[src/hdl/cache_pkg.sv]
// ================================================
// cache geometry of the direct-mapped icache
// address split, line layout and control states
// ================================================
package cache_pkg;

	localparam int addr_bits      = 30;  // word addresses
	localparam int word_bits      = 32;
	localparam int cache_lines    = 4;
	localparam int words_per_line = 2;

	localparam int idx_bits  = $clog2(cache_lines);
	localparam int off_bits  = $clog2(words_per_line);
	localparam int tag_bits  = addr_bits - idx_bits - off_bits;
	localparam int line_bits = words_per_line * word_bits;

	typedef logic [addr_bits-1:0] word_addr_t;
	typedef logic [idx_bits-1:0]  line_idx_t;   // address bits 2..1
	typedef logic [off_bits-1:0]  word_off_t;   // address bit 0
	typedef logic [tag_bits-1:0]  tag_t;        // address bits 29..3
	typedef logic [line_bits-1:0] line_t;       // word 0 in the low half
	typedef logic [word_bits-1:0] instr_t;

	// icache control states
	typedef enum logic [1:0] {
		idle,
		check,  // tag compare
		load,   // waiting for the refill
		fence   // drop all valid bits
	} cache_state_t;

endpackage

[src/hdl/bus_pkg.sv]
// ================================================
// burst read bus towards DRAM
// ================================================
package bus_pkg;

	typedef logic [31:0] byte_addr_t;
	typedef logic [7:0]  burst_len_t;   // beats minus one
	typedef logic [2:0]  burst_size_t;  // log2 of bytes per beat
	typedef logic [31:0] beat_t;

	localparam burst_size_t size_word = 3'b010;  // 4 bytes

	// one beat per instruction word of a line
	localparam burst_len_t refill_len = burst_len_t'(cache_pkg::words_per_line - 1);

endpackage

[src/hdl/fetch_port.sv]
// ================================================
// fetch port taking core strobes and fence pulses
// and handing them to the icache one at a time
// ================================================
module fetch_port (
	input  logic                  clock,
	input  logic                  reset,
	input  logic                  fetch_valid,
	input  cache_pkg::word_addr_t fetch_addr,
	input  logic                  fetch_fence,
	input  logic                  busy,
	output logic                  req_valid,
	output cache_pkg::word_addr_t req_addr,
	output logic                  fence_go
);
	import cache_pkg::*;

	logic req_pend;    // fetch waiting for the cache
	logic fence_pend;  // fence waiting for the cache

	// requests only go out while the cache sits idle
	assign req_valid = req_pend & ~busy;
	assign fence_go  = fence_pend & ~busy & ~req_pend;  // a fetch goes first

	// address is held until the next strobe
	always_ff @(posedge clock) begin
		if (fetch_valid)
			req_addr <= fetch_addr;
	end

	always_ff @(posedge clock) begin
		if (reset) begin
			req_pend   <= 1'b0;
			fence_pend <= 1'b0;
		end else begin
			if (fetch_valid)
				req_pend <= 1'b1;
			else if (req_valid)
				req_pend <= 1'b0;

			// a fence during a refill waits here
			if (fetch_fence)
				fence_pend <= 1'b1;
			else if (fence_go)
				fence_pend <= 1'b0;
		end
	end

endmodule

[src/hdl/fetch_subsystem.sv]
// ================================================
// instruction fetch path: fetch port, icache core
// and line refill engine
// ================================================
module fetch_subsystem (
	input  logic                  clock,
	input  logic                  reset,
	input  logic                  fetch_valid,
	input  cache_pkg::word_addr_t fetch_addr,
	input  logic                  fetch_fence,
	output logic                  fetch_ready,
	output cache_pkg::instr_t     fetch_data,
	output logic                  mem_sel,
	output bus_pkg::byte_addr_t   mem_addr,
	output bus_pkg::burst_len_t   mem_len,
	output bus_pkg::burst_size_t  mem_size,
	input  logic                  mem_rvalid,
	input  logic                  mem_rlast,
	input  bus_pkg::beat_t        mem_rdata
);
	import cache_pkg::*;

	logic       req_valid;
	word_addr_t req_addr;
	logic       fence_go;
	logic       busy;
	logic       refill_start;
	word_addr_t refill_addr;
	logic       line_done;
	line_t      line_data;

	fetch_port u_port (
		.clock       (clock),
		.reset       (reset),
		.fetch_valid (fetch_valid),
		.fetch_addr  (fetch_addr),
		.fetch_fence (fetch_fence),
		.busy        (busy),
		.req_valid   (req_valid),
		.req_addr    (req_addr),
		.fence_go    (fence_go)
	);

	icache_core u_core (
		.clock        (clock),
		.reset        (reset),
		.req_valid    (req_valid),
		.req_addr     (req_addr),
		.fence_go     (fence_go),
		.line_done    (line_done),
		.line_data    (line_data),
		.busy         (busy),
		.fetch_ready  (fetch_ready),
		.fetch_data   (fetch_data),
		.refill_start (refill_start),
		.refill_addr  (refill_addr)
	);

	line_refill u_refill (
		.clock        (clock),
		.reset        (reset),
		.refill_start (refill_start),
		.refill_addr  (refill_addr),
		.mem_rvalid   (mem_rvalid),
		.mem_rlast    (mem_rlast),
		.mem_rdata    (mem_rdata),
		.mem_sel      (mem_sel),
		.mem_addr     (mem_addr),
		.mem_len      (mem_len),
		.mem_size     (mem_size),
		.line_done    (line_done),
		.line_data    (line_data)
	);

endmodule

[src/hdl/icache_core.sv]
// ================================================
// icache core with tags, valid bits, line storage,
// hit check and the control FSM
// ================================================
module icache_core (
	input  logic                  clock,
	input  logic                  reset,
	input  logic                  req_valid,
	input  cache_pkg::word_addr_t req_addr,
	input  logic                  fence_go,
	input  logic                  line_done,
	input  cache_pkg::line_t      line_data,
	output logic                  busy,
	output logic                  fetch_ready,
	output cache_pkg::instr_t     fetch_data,
	output logic                  refill_start,
	output cache_pkg::word_addr_t refill_addr
);
	import cache_pkg::*;

	cache_state_t state;
	cache_state_t state_next;

	tag_t  tags  [cache_lines];
	line_t lines [cache_lines];
	logic [cache_lines-1:0] valid;

	tag_t      req_tag;
	line_idx_t req_idx;
	word_off_t req_off;
	logic      hit;
	logic      miss_ready;  // refilled word is readable

	assign {req_tag, req_idx, req_off} = req_addr;

	assign hit = valid[req_idx] && (tags[req_idx] == req_tag);

	assign busy = (state != idle);

	// refills are always whole lines
	assign refill_addr = {req_tag, req_idx, {off_bits{1'b0}}};

	// word select from the stored line
	assign fetch_data = lines[req_idx][req_off*word_bits +: word_bits];

	assign fetch_ready = ((state == check) && hit) || miss_ready;

	always_ff @(posedge clock) begin
		if (reset)
			state <= idle;
		else
			state <= state_next;
	end

	always_comb begin
		state_next = state;
		case (state)
			idle: begin
				if (req_valid)
					state_next = check;
				else if (fence_go)
					state_next = fence;
			end
			check: begin
				if (hit)
					state_next = idle;
				else
					state_next = load;
			end
			load: begin
				if (line_done)   // memory speed sets the stay here
					state_next = idle;
			end
			fence: begin
				state_next = idle;
			end
			default: state_next = idle;
		endcase
	end

	always_ff @(posedge clock) begin
		if (reset) begin
			refill_start <= 1'b0;
			miss_ready   <= 1'b0;
		end else begin
			refill_start <= (state == check) && !hit;  // first load cycle
			miss_ready   <= (state == load) && line_done;
		end
	end

	// line and tag written when the refill ends
	always_ff @(posedge clock) begin
		if ((state == load) && line_done) begin
			lines[req_idx] <= line_data;
			tags[req_idx]  <= req_tag;
		end
	end

	always_ff @(posedge clock) begin
		if (reset) begin
			valid <= '0;
		end else if (state == fence) begin
			valid <= '0;  // fence.i drops every line at once
		end else if ((state == load) && line_done) begin
			valid[req_idx] <= 1'b1;
		end
	end

endmodule

[src/hdl/line_refill.sv]
// ================================================
// line refill engine issuing one read burst per miss
// and shifting the beats into a full cache line
// ================================================
module line_refill (
	input  logic                  clock,
	input  logic                  reset,
	input  logic                  refill_start,
	input  cache_pkg::word_addr_t refill_addr,
	input  logic                  mem_rvalid,
	input  logic                  mem_rlast,
	input  bus_pkg::beat_t        mem_rdata,
	output logic                  mem_sel,
	output bus_pkg::byte_addr_t   mem_addr,
	output bus_pkg::burst_len_t   mem_len,
	output bus_pkg::burst_size_t  mem_size,
	output logic                  line_done,
	output cache_pkg::line_t      line_data
);
	import cache_pkg::*;
	import bus_pkg::*;

	line_t line_q;
	logic  beat;  // a beat of our burst
	logic  last;

	assign beat = mem_sel & mem_rvalid;
	assign last = beat & mem_rlast;

	assign mem_len   = refill_len;  // whole line in word beats
	assign mem_size  = size_word;
	assign line_data = line_q;

	// byte address held for the whole burst
	always_ff @(posedge clock) begin
		if (refill_start)
			mem_addr <= {refill_addr, 2'b00};
	end

	always_ff @(posedge clock) begin
		if (reset) begin
			mem_sel   <= 1'b0;
			line_done <= 1'b0;
		end else begin
			if (refill_start)
				mem_sel <= 1'b1;
			else if (last)
				mem_sel <= 1'b0;   // drop after the final beat
			line_done <= last;
		end
	end

	// new beat enters at the top, so beat 0 ends up as word 0
	always_ff @(posedge clock) begin
		if (beat)
			line_q <= {mem_rdata, line_q[$bits(line_t)-1:$bits(beat_t)]};
	end

endmodule
[config.mk]
export PLATFORM = sky130hd
export DESIGN_NAME = fetch_subsystem
export DESIGN_NICKNAME = d
export VERILOG_FILES = /design/src/hdl/cache_pkg.sv /design/src/hdl/bus_pkg.sv /design/src/hdl/fetch_port.sv /design/src/hdl/fetch_subsystem.sv /design/src/hdl/icache_core.sv /design/src/hdl/line_refill.sv
export SDC_FILE = /design/constraint.sdc
export NUM_CORES = 1
export LEC_CHECK = 0
export BUFFER_PORTS_ARGS = -buffer_cell sky130_fd_sc_hd__buf_2
export CAP_MARGIN = 20
export CORE_MARGIN = 2
export CORE_UTILIZATION = 59
export CTS_CLUSTER_DIAMETER = 100
export DETAILED_ROUTE_END_ITERATION = 12
export PLACE_DENSITY = 0.79
export SYNTH_ARGS = -nofsm -noshare
export SYNTH_HDL_FRONTEND = slang
export SYNTH_SLANG_ARGS = --single-unit
[constraint.sdc]
create_clock -name clock -period 8.5 [get_ports clock]
set_input_delay 1.275 -clock clock [delete_from_list [all_inputs] [get_ports clock]]
set_output_delay 1.275 -clock clock [all_outputs]
set_load 0.1 [all_outputs]
* Yosys cells after proc, flatten, opt, wreduce, memory -nomap -nowiden
Memory sizes are Yosys's and may differ from the RTL's. A register that Yosys moved wholly into a read port is not among the register bits. Cells that the tools add are included.
Storage, ports and cells: register bits after elaboration 135, latch bits 0, RAM bits 364, bits in read-only memories 0, input port bits 68, output and inout port bits 77, word-level logic and storage cells 63, memories 2
Memory list:
- u_core.lines | depth 4, bits a word 64, rd ports 1, clocked after Yosys merged registers in 1, write ports 1, RTL line icache_core.sv:25 | line_t lines [cache_lines];
- u_core.tags | depth 4, bits a word 27, rd ports 1, clocked after Yosys merged registers in 1, write ports 1, RTL line icache_core.sv:24 | tag_t tags [cache_lines];
Operators by class: add/sub/neg operators 0, multipliers 0, divide/modulo/power cells 0, $lt $le $gt $ge 2, eq/ne operators 6, shift operators 1, muxes and demuxes 19, bitwise logic cells 8, reductions and logical operators 14
Operators with widths (number):
- 64-bit by 7-bit indexed part select with 32-bit output | 1
- 27-bit equality test | 1
- 2-bit 2-to-1 mux | 6
- 1-bit 2-to-1 mux | 10
- 2-bit one-hot mux with 4 select lines | 1
- 2-bit nonzero test | 4
- 1-bit AND | 5
- 1-bit logical AND | 5
- 2-bit equality test (second input constant) | 2
- 4-bit OR | 1
- 2-bit by 3-bit less-than comparator with 1-bit output (second input constant) | 1
- 3-bit != test (second input constant) | 1
- 1-bit binary-select mux with 2-bit select | 1
- 1-bit demux with 2-bit select | 1
- 2-bit by 1-bit equality test with 1-bit output (second input constant) | 1
- 2-bit by 1-bit >= comparator with 1-bit output (second input constant) | 1
- 2-bit logical NOT | 1
- 2-bit by 1-bit != test with 1-bit output (second input constant) | 1
- 1-bit NOT | 2
- 2-bit AND reduction | 1
- 2-bit OR reduction | 1
- 1-bit logical NOT | 1
- 1-bit logical OR | 1

* Depth between registers and ports, before layout
depth after elaboration 7, gate-level depth with buffers 9, depth with buffers taken out 6

* Cells and area by module
Synthesis repeated with hierarchy kept, for this count alone.
Second synthesis, totals: cells, all modules 807, area, all modules 18490.2 µm²
Modules (own cells, without submodules):
- icache_core | instances 1, cells each 652, area each 14511.4 µm², seq. area each 11090.6 µm²
- line_refill | instances 1, cells each 116, area each 3001.6 µm², seq. area each 2862.7 µm²
- fetch_port | instances 1, cells each 39, area each 977.2 µm², seq. area each 940.9 µm²

* Worst setup path before layout
No wires, ideal clock.
path kind register to register, from register u_core.state[1], to memory u_core.lines[0][0] (netlist bit) (enable), arrival 6879 ps, path slack 967 ps, stages on the path, launching flop included 4, period minus slack after synthesis 7533 ps, cell sequence dfxtp_1 > clkbuf_1 > nand3_1 > nor3_1
Between the ends: word-level cells in the longest chain between the ends 4
RTL lines:
- from (decl) | RTL line icache_core.sv:21 | cache_state_t state;
- from (signal assigned) | RTL line icache_core.sv:50 | state <= idle;
- from (signal assigned) | RTL line icache_core.sv:52 | state <= state_next;
- 2-bit equality test | RTL line icache_core.sv:93 | if ((state == load) && line_done) begin
- 1-bit logical AND | RTL line icache_core.sv:93
- 1-bit 2-to-1 mux | RTL line icache_core.sv:93
- 1-bit 2-to-1 mux (not written as such) | RTL line icache_core.sv:94 | lines[req_idx] <= line_data;
- to (decl) | RTL line icache_core.sv:25
Every way passes these cells.

==> summary.md <==
| Metric | Value |
|---|---|
| Area delta synth->final | 14.47% |
| Total power | approximately 5.4 mW |
| GPL Wtd Cong | roughly 0.7 |
| Net Sw Power | 1.237 mW |
| Clk buf depth | 3 |
| IO buf count | 130 |
| Worst Setup Path Type | flop to output pin |
| Core Area | a little over 0.03 sq mm |
| GR Util All Layers | 20.25% |
| Pint | 4.147 mW |
| Die width | approximately 180 um |
| Detailed Route Iter0 Violations | between 700 and 800 |
| Vias per Instance | around 6.0 |
| Worst Path Required | roughly 7.2 ns |
| Share of post-route cells with drive strength above 1 | around a third |
| Fin crit share | between 60 and 70% |
| Slowest CP cell | dfxtp_4 |
| Antenna violations before repair | 1 |
| Register bit total from synthesis | 501 |
| Reg2reg start | u_core.state[1]$_SDFFE_PP0P_ |
| Post-synth top area cell | edfxtp_1 |
| Post-CTS Setup Bufs | 0 |
| Drt drc | 0 |
| Distinct cells, synth | 46 |
| Max-cap violations | 0 |
| CTS Hold Buffers Added | 0 |
| Nets | ~1000 |
| Synth top area cells | edfxtp_1 (80%), mux4_2 (9.3%), mux2_2 (2.1%), dfxtp_1 (1.5%), mux2i_1 (1.5%) |
| Comb power frac | 8.0% |
| TritonCTS Buffers | 48 |
| Top_reg_cell synth | edfxtp_1 |
| CTS tree | done |
| Die area | about 0.032 sq mm |
| Final hold viol count | 0 |
| Synth warn | 0 |
| CTS HTree Levels | 2 |
| WL per Instance | ~24 um |
| R2R setup slack | between 5 and 6 ns |
| Crit Path Max Fanout | 50 |
| Rows | between 60 and 70 |
| Synthesized area per cell | 23.29 sq um |
| Switch share | a little under a quarter |
| Router iterations before antenna repair | 5 |
| Tmin final | ~5.3 ns |
| VDD IR-drop max | roughly 0.22 mV |
| Setup TNS | 0 ns |
| I/O pins | about 150 |
| Most instantiated library cell after synthesis | edfxtp_1 |
| Final Max Slew Viols | 0 |
| Routed wire length | roughly 33000 um |
| Clock skew | 0.03701 ns |
| Cts repair resizes | 0 |
| Max Fclk | 189.3 MHz |
| Clock Sinks | approximately 500 |
| Synth top cells by count | edfxtp_1 (487), mux4_2 (76), mux2_2 (34) |
| Fillers | ~1800 |
| Critical Path Start Type | flop |
| Setup violators final | 0 |
| Clock insertion delay at the later pin of the skew report | around 0.56 ns |
| Sequential share of power | 51.7% |
| Max stage delay on crit path | 0.97 ns |
| Post-synth top area share | about 80% |
| Antenna Nets Post-Route | 0 |
| Starting density of the core | 59.91% |
| GRT overflow | 0 |
| Slew of the pin with the lowest slew margin | between 1 and 1.5 ns |
| Vias | approximately 8200 |
| Clock Root Buffer | clkbuf_16 |
| Largest net degree at the start of global routing | 70 |
| RSZ-0062 raised after global routing | false |
| Worst hold path class | flop to flop |
| Hold path start | u_core.valid[2]$_SDFFE_PP0P_ |
| Worst-path clk slew | about 0.060 ns |
| Run status | complete, no violations |
| First-pass GRT wire length | roughly 50000 um |
| Cells after synthesis | a little under 800 |
| Vias in the first global route | about 8600 |
| Die Ht | roughly 180 um |
| Crit path cell chain | buf_4, mux4_2, xnor2_1, nand4_1, nor4_1, o2111a_2, a31o_1, buf_2 |
| Pwr Density | around 260 mW/mm^2 |
| Pre-CTS setup slack | 3.709 ns |
| Slew margin rel. | slightly below 30% |
| Asr flop ratio synth | 0% |
| Final setup margin | between 3 and 4 ns |
| Critical path arrival | around 4 ns |
| Leakage | ~7 nW |
| Post-DP HPWL | between 15000 and 20000 um |
| Number of synthesized flops with an enable pin | a little under 500 |
| Clk pwr share | between 40% and 50% |
| Crit path capture type | output pin |
| Sequential area share after synthesis | about four fifths |
| Post-Syn Area | about 0.018 sq mm |
-- worst paths after layout --
kind                                   endpoint  cells after the start
setup / recovery                    fetch_ready                      8
hold / removal     u_core.valid[2]$_SDFFE_PP0P_                      1
setup reg to reg  u_core.lines[0][27]$_DFFE_PP_                      4
hold reg to reg    u_core.valid[2]$_SDFFE_PP0P_                      1
-- worst max-delay path, delay by kind of cell (launching register included) --
kind	cells	cell delay, ns
simple gates	2	0.34
xor+xnor	1	0.18
compound gates	2	0.43
mux	1	0.56
buf+inv	2	0.91
flops	1	0.97
-- power by group through the flow --
stage	combinational, mW	clock [mW]	sequential, mW
finish	0.432	2.17	2.78
global route	0.450	2.29	2.79
CTS	0.437	2.20	2.79
detailed placement	0.433	0	2.84
global placement	0.430	0	2.84
floorplan	0.349	0	2.84
-- sequential cells by signal, indices dropped and copies added, names as in the netlist, 2 cells and up, named ones only --
signal,flops
u_core.lines,256
u_refill.line_data,64
u_core.tags,108
u_core.state,2
u_core.valid,4
u_port.req_addr,30
u_refill.mem_addr,29
-- kinds of logic after synthesis --
family	count (synthesis)	share of synthesized area, %
AND/OR/NAND/NOR	37	1.038
multiplexers	140	13.33
flip-flops	501	81.33
XOR/XNOR	19	0.9080
buffers and inverters	48	1.734
AO/OA/AOI/OAI	40	1.618
other	2	0.04098
-- final cells by class --
cell class,count,area (sq um),area share [%]
Antenna cell,1,2.502,0.01193
Tap cell,396,495.5,2.362
Clock buffer,56,1281,6.108
Sequential cell,501,14910,71.09
Inverter,6,22.52,0.1074
Timing Repair Buffer,141,733.2,3.495
Multi-Input combinational cell,250,3177,15.14
Clock inverter,33,352.8,1.682
-- cells in the final DEF (no fill, tap or decap), types with 3 or more instances in the layout --
cell type,netlist,layout
edfxtp_1,487,487
buf_2,4,130
mux4_2,76,76
clkbuf_16,0,48
mux2_2,34,34
mux2i_1,27,27
xnor2_1,14,14
conb_1,2,14
clkinv_2,0,11
buf_4,20,11
dfxtp_1,14,11
clkinv_1,0,10
nor2_1,9,7
a21oi_1,7,7
bufinv_16,0,7
inv_1,6,6
nand3_1,6,6
nand2_1,5,5
xor2_1,5,5
clkbuf_8,0,5
a221oi_1,4,4
nand4_1,4,4
o21a_1,4,4
o21ai_0,3,3
o22ai_1,3,3
and2_1,4,3
a211oi_1,3,3
mux4_1,3,3
clkbuf_1,12,3
-- per-layer routing --
layer	vias up	routed length, um	part of all wire [%]	global-route usage [%]
met5	-	0	0	0
met4	0	755	2.3	6.645
met3	55	1823	5.5	3.557
met2	317	17150	52	34.98
met1	4304	13140	40	26.52
li1	3570	-	-	-
-- through the flow --
stage | utilization [%] | hold WS (ns) | cells | cell area (sq um)
2_1_floorplan | - | 0.4354 | 799 | 18370
3_3_place_gp | 63.23 | 0.4420 | 1294 | 19340
3_5_place_dp | 63.23 | 0.4649 | 1294 | 19340
4_1_cts | 68.57 | 0.4787 | 1383 | 20980
5_1_grt | 68.58 | 0.4993 | 1384 | 20980
6_report | 68.58 | 0.4787 | 1384 | 20980
(Power assumes the default switching activity.)
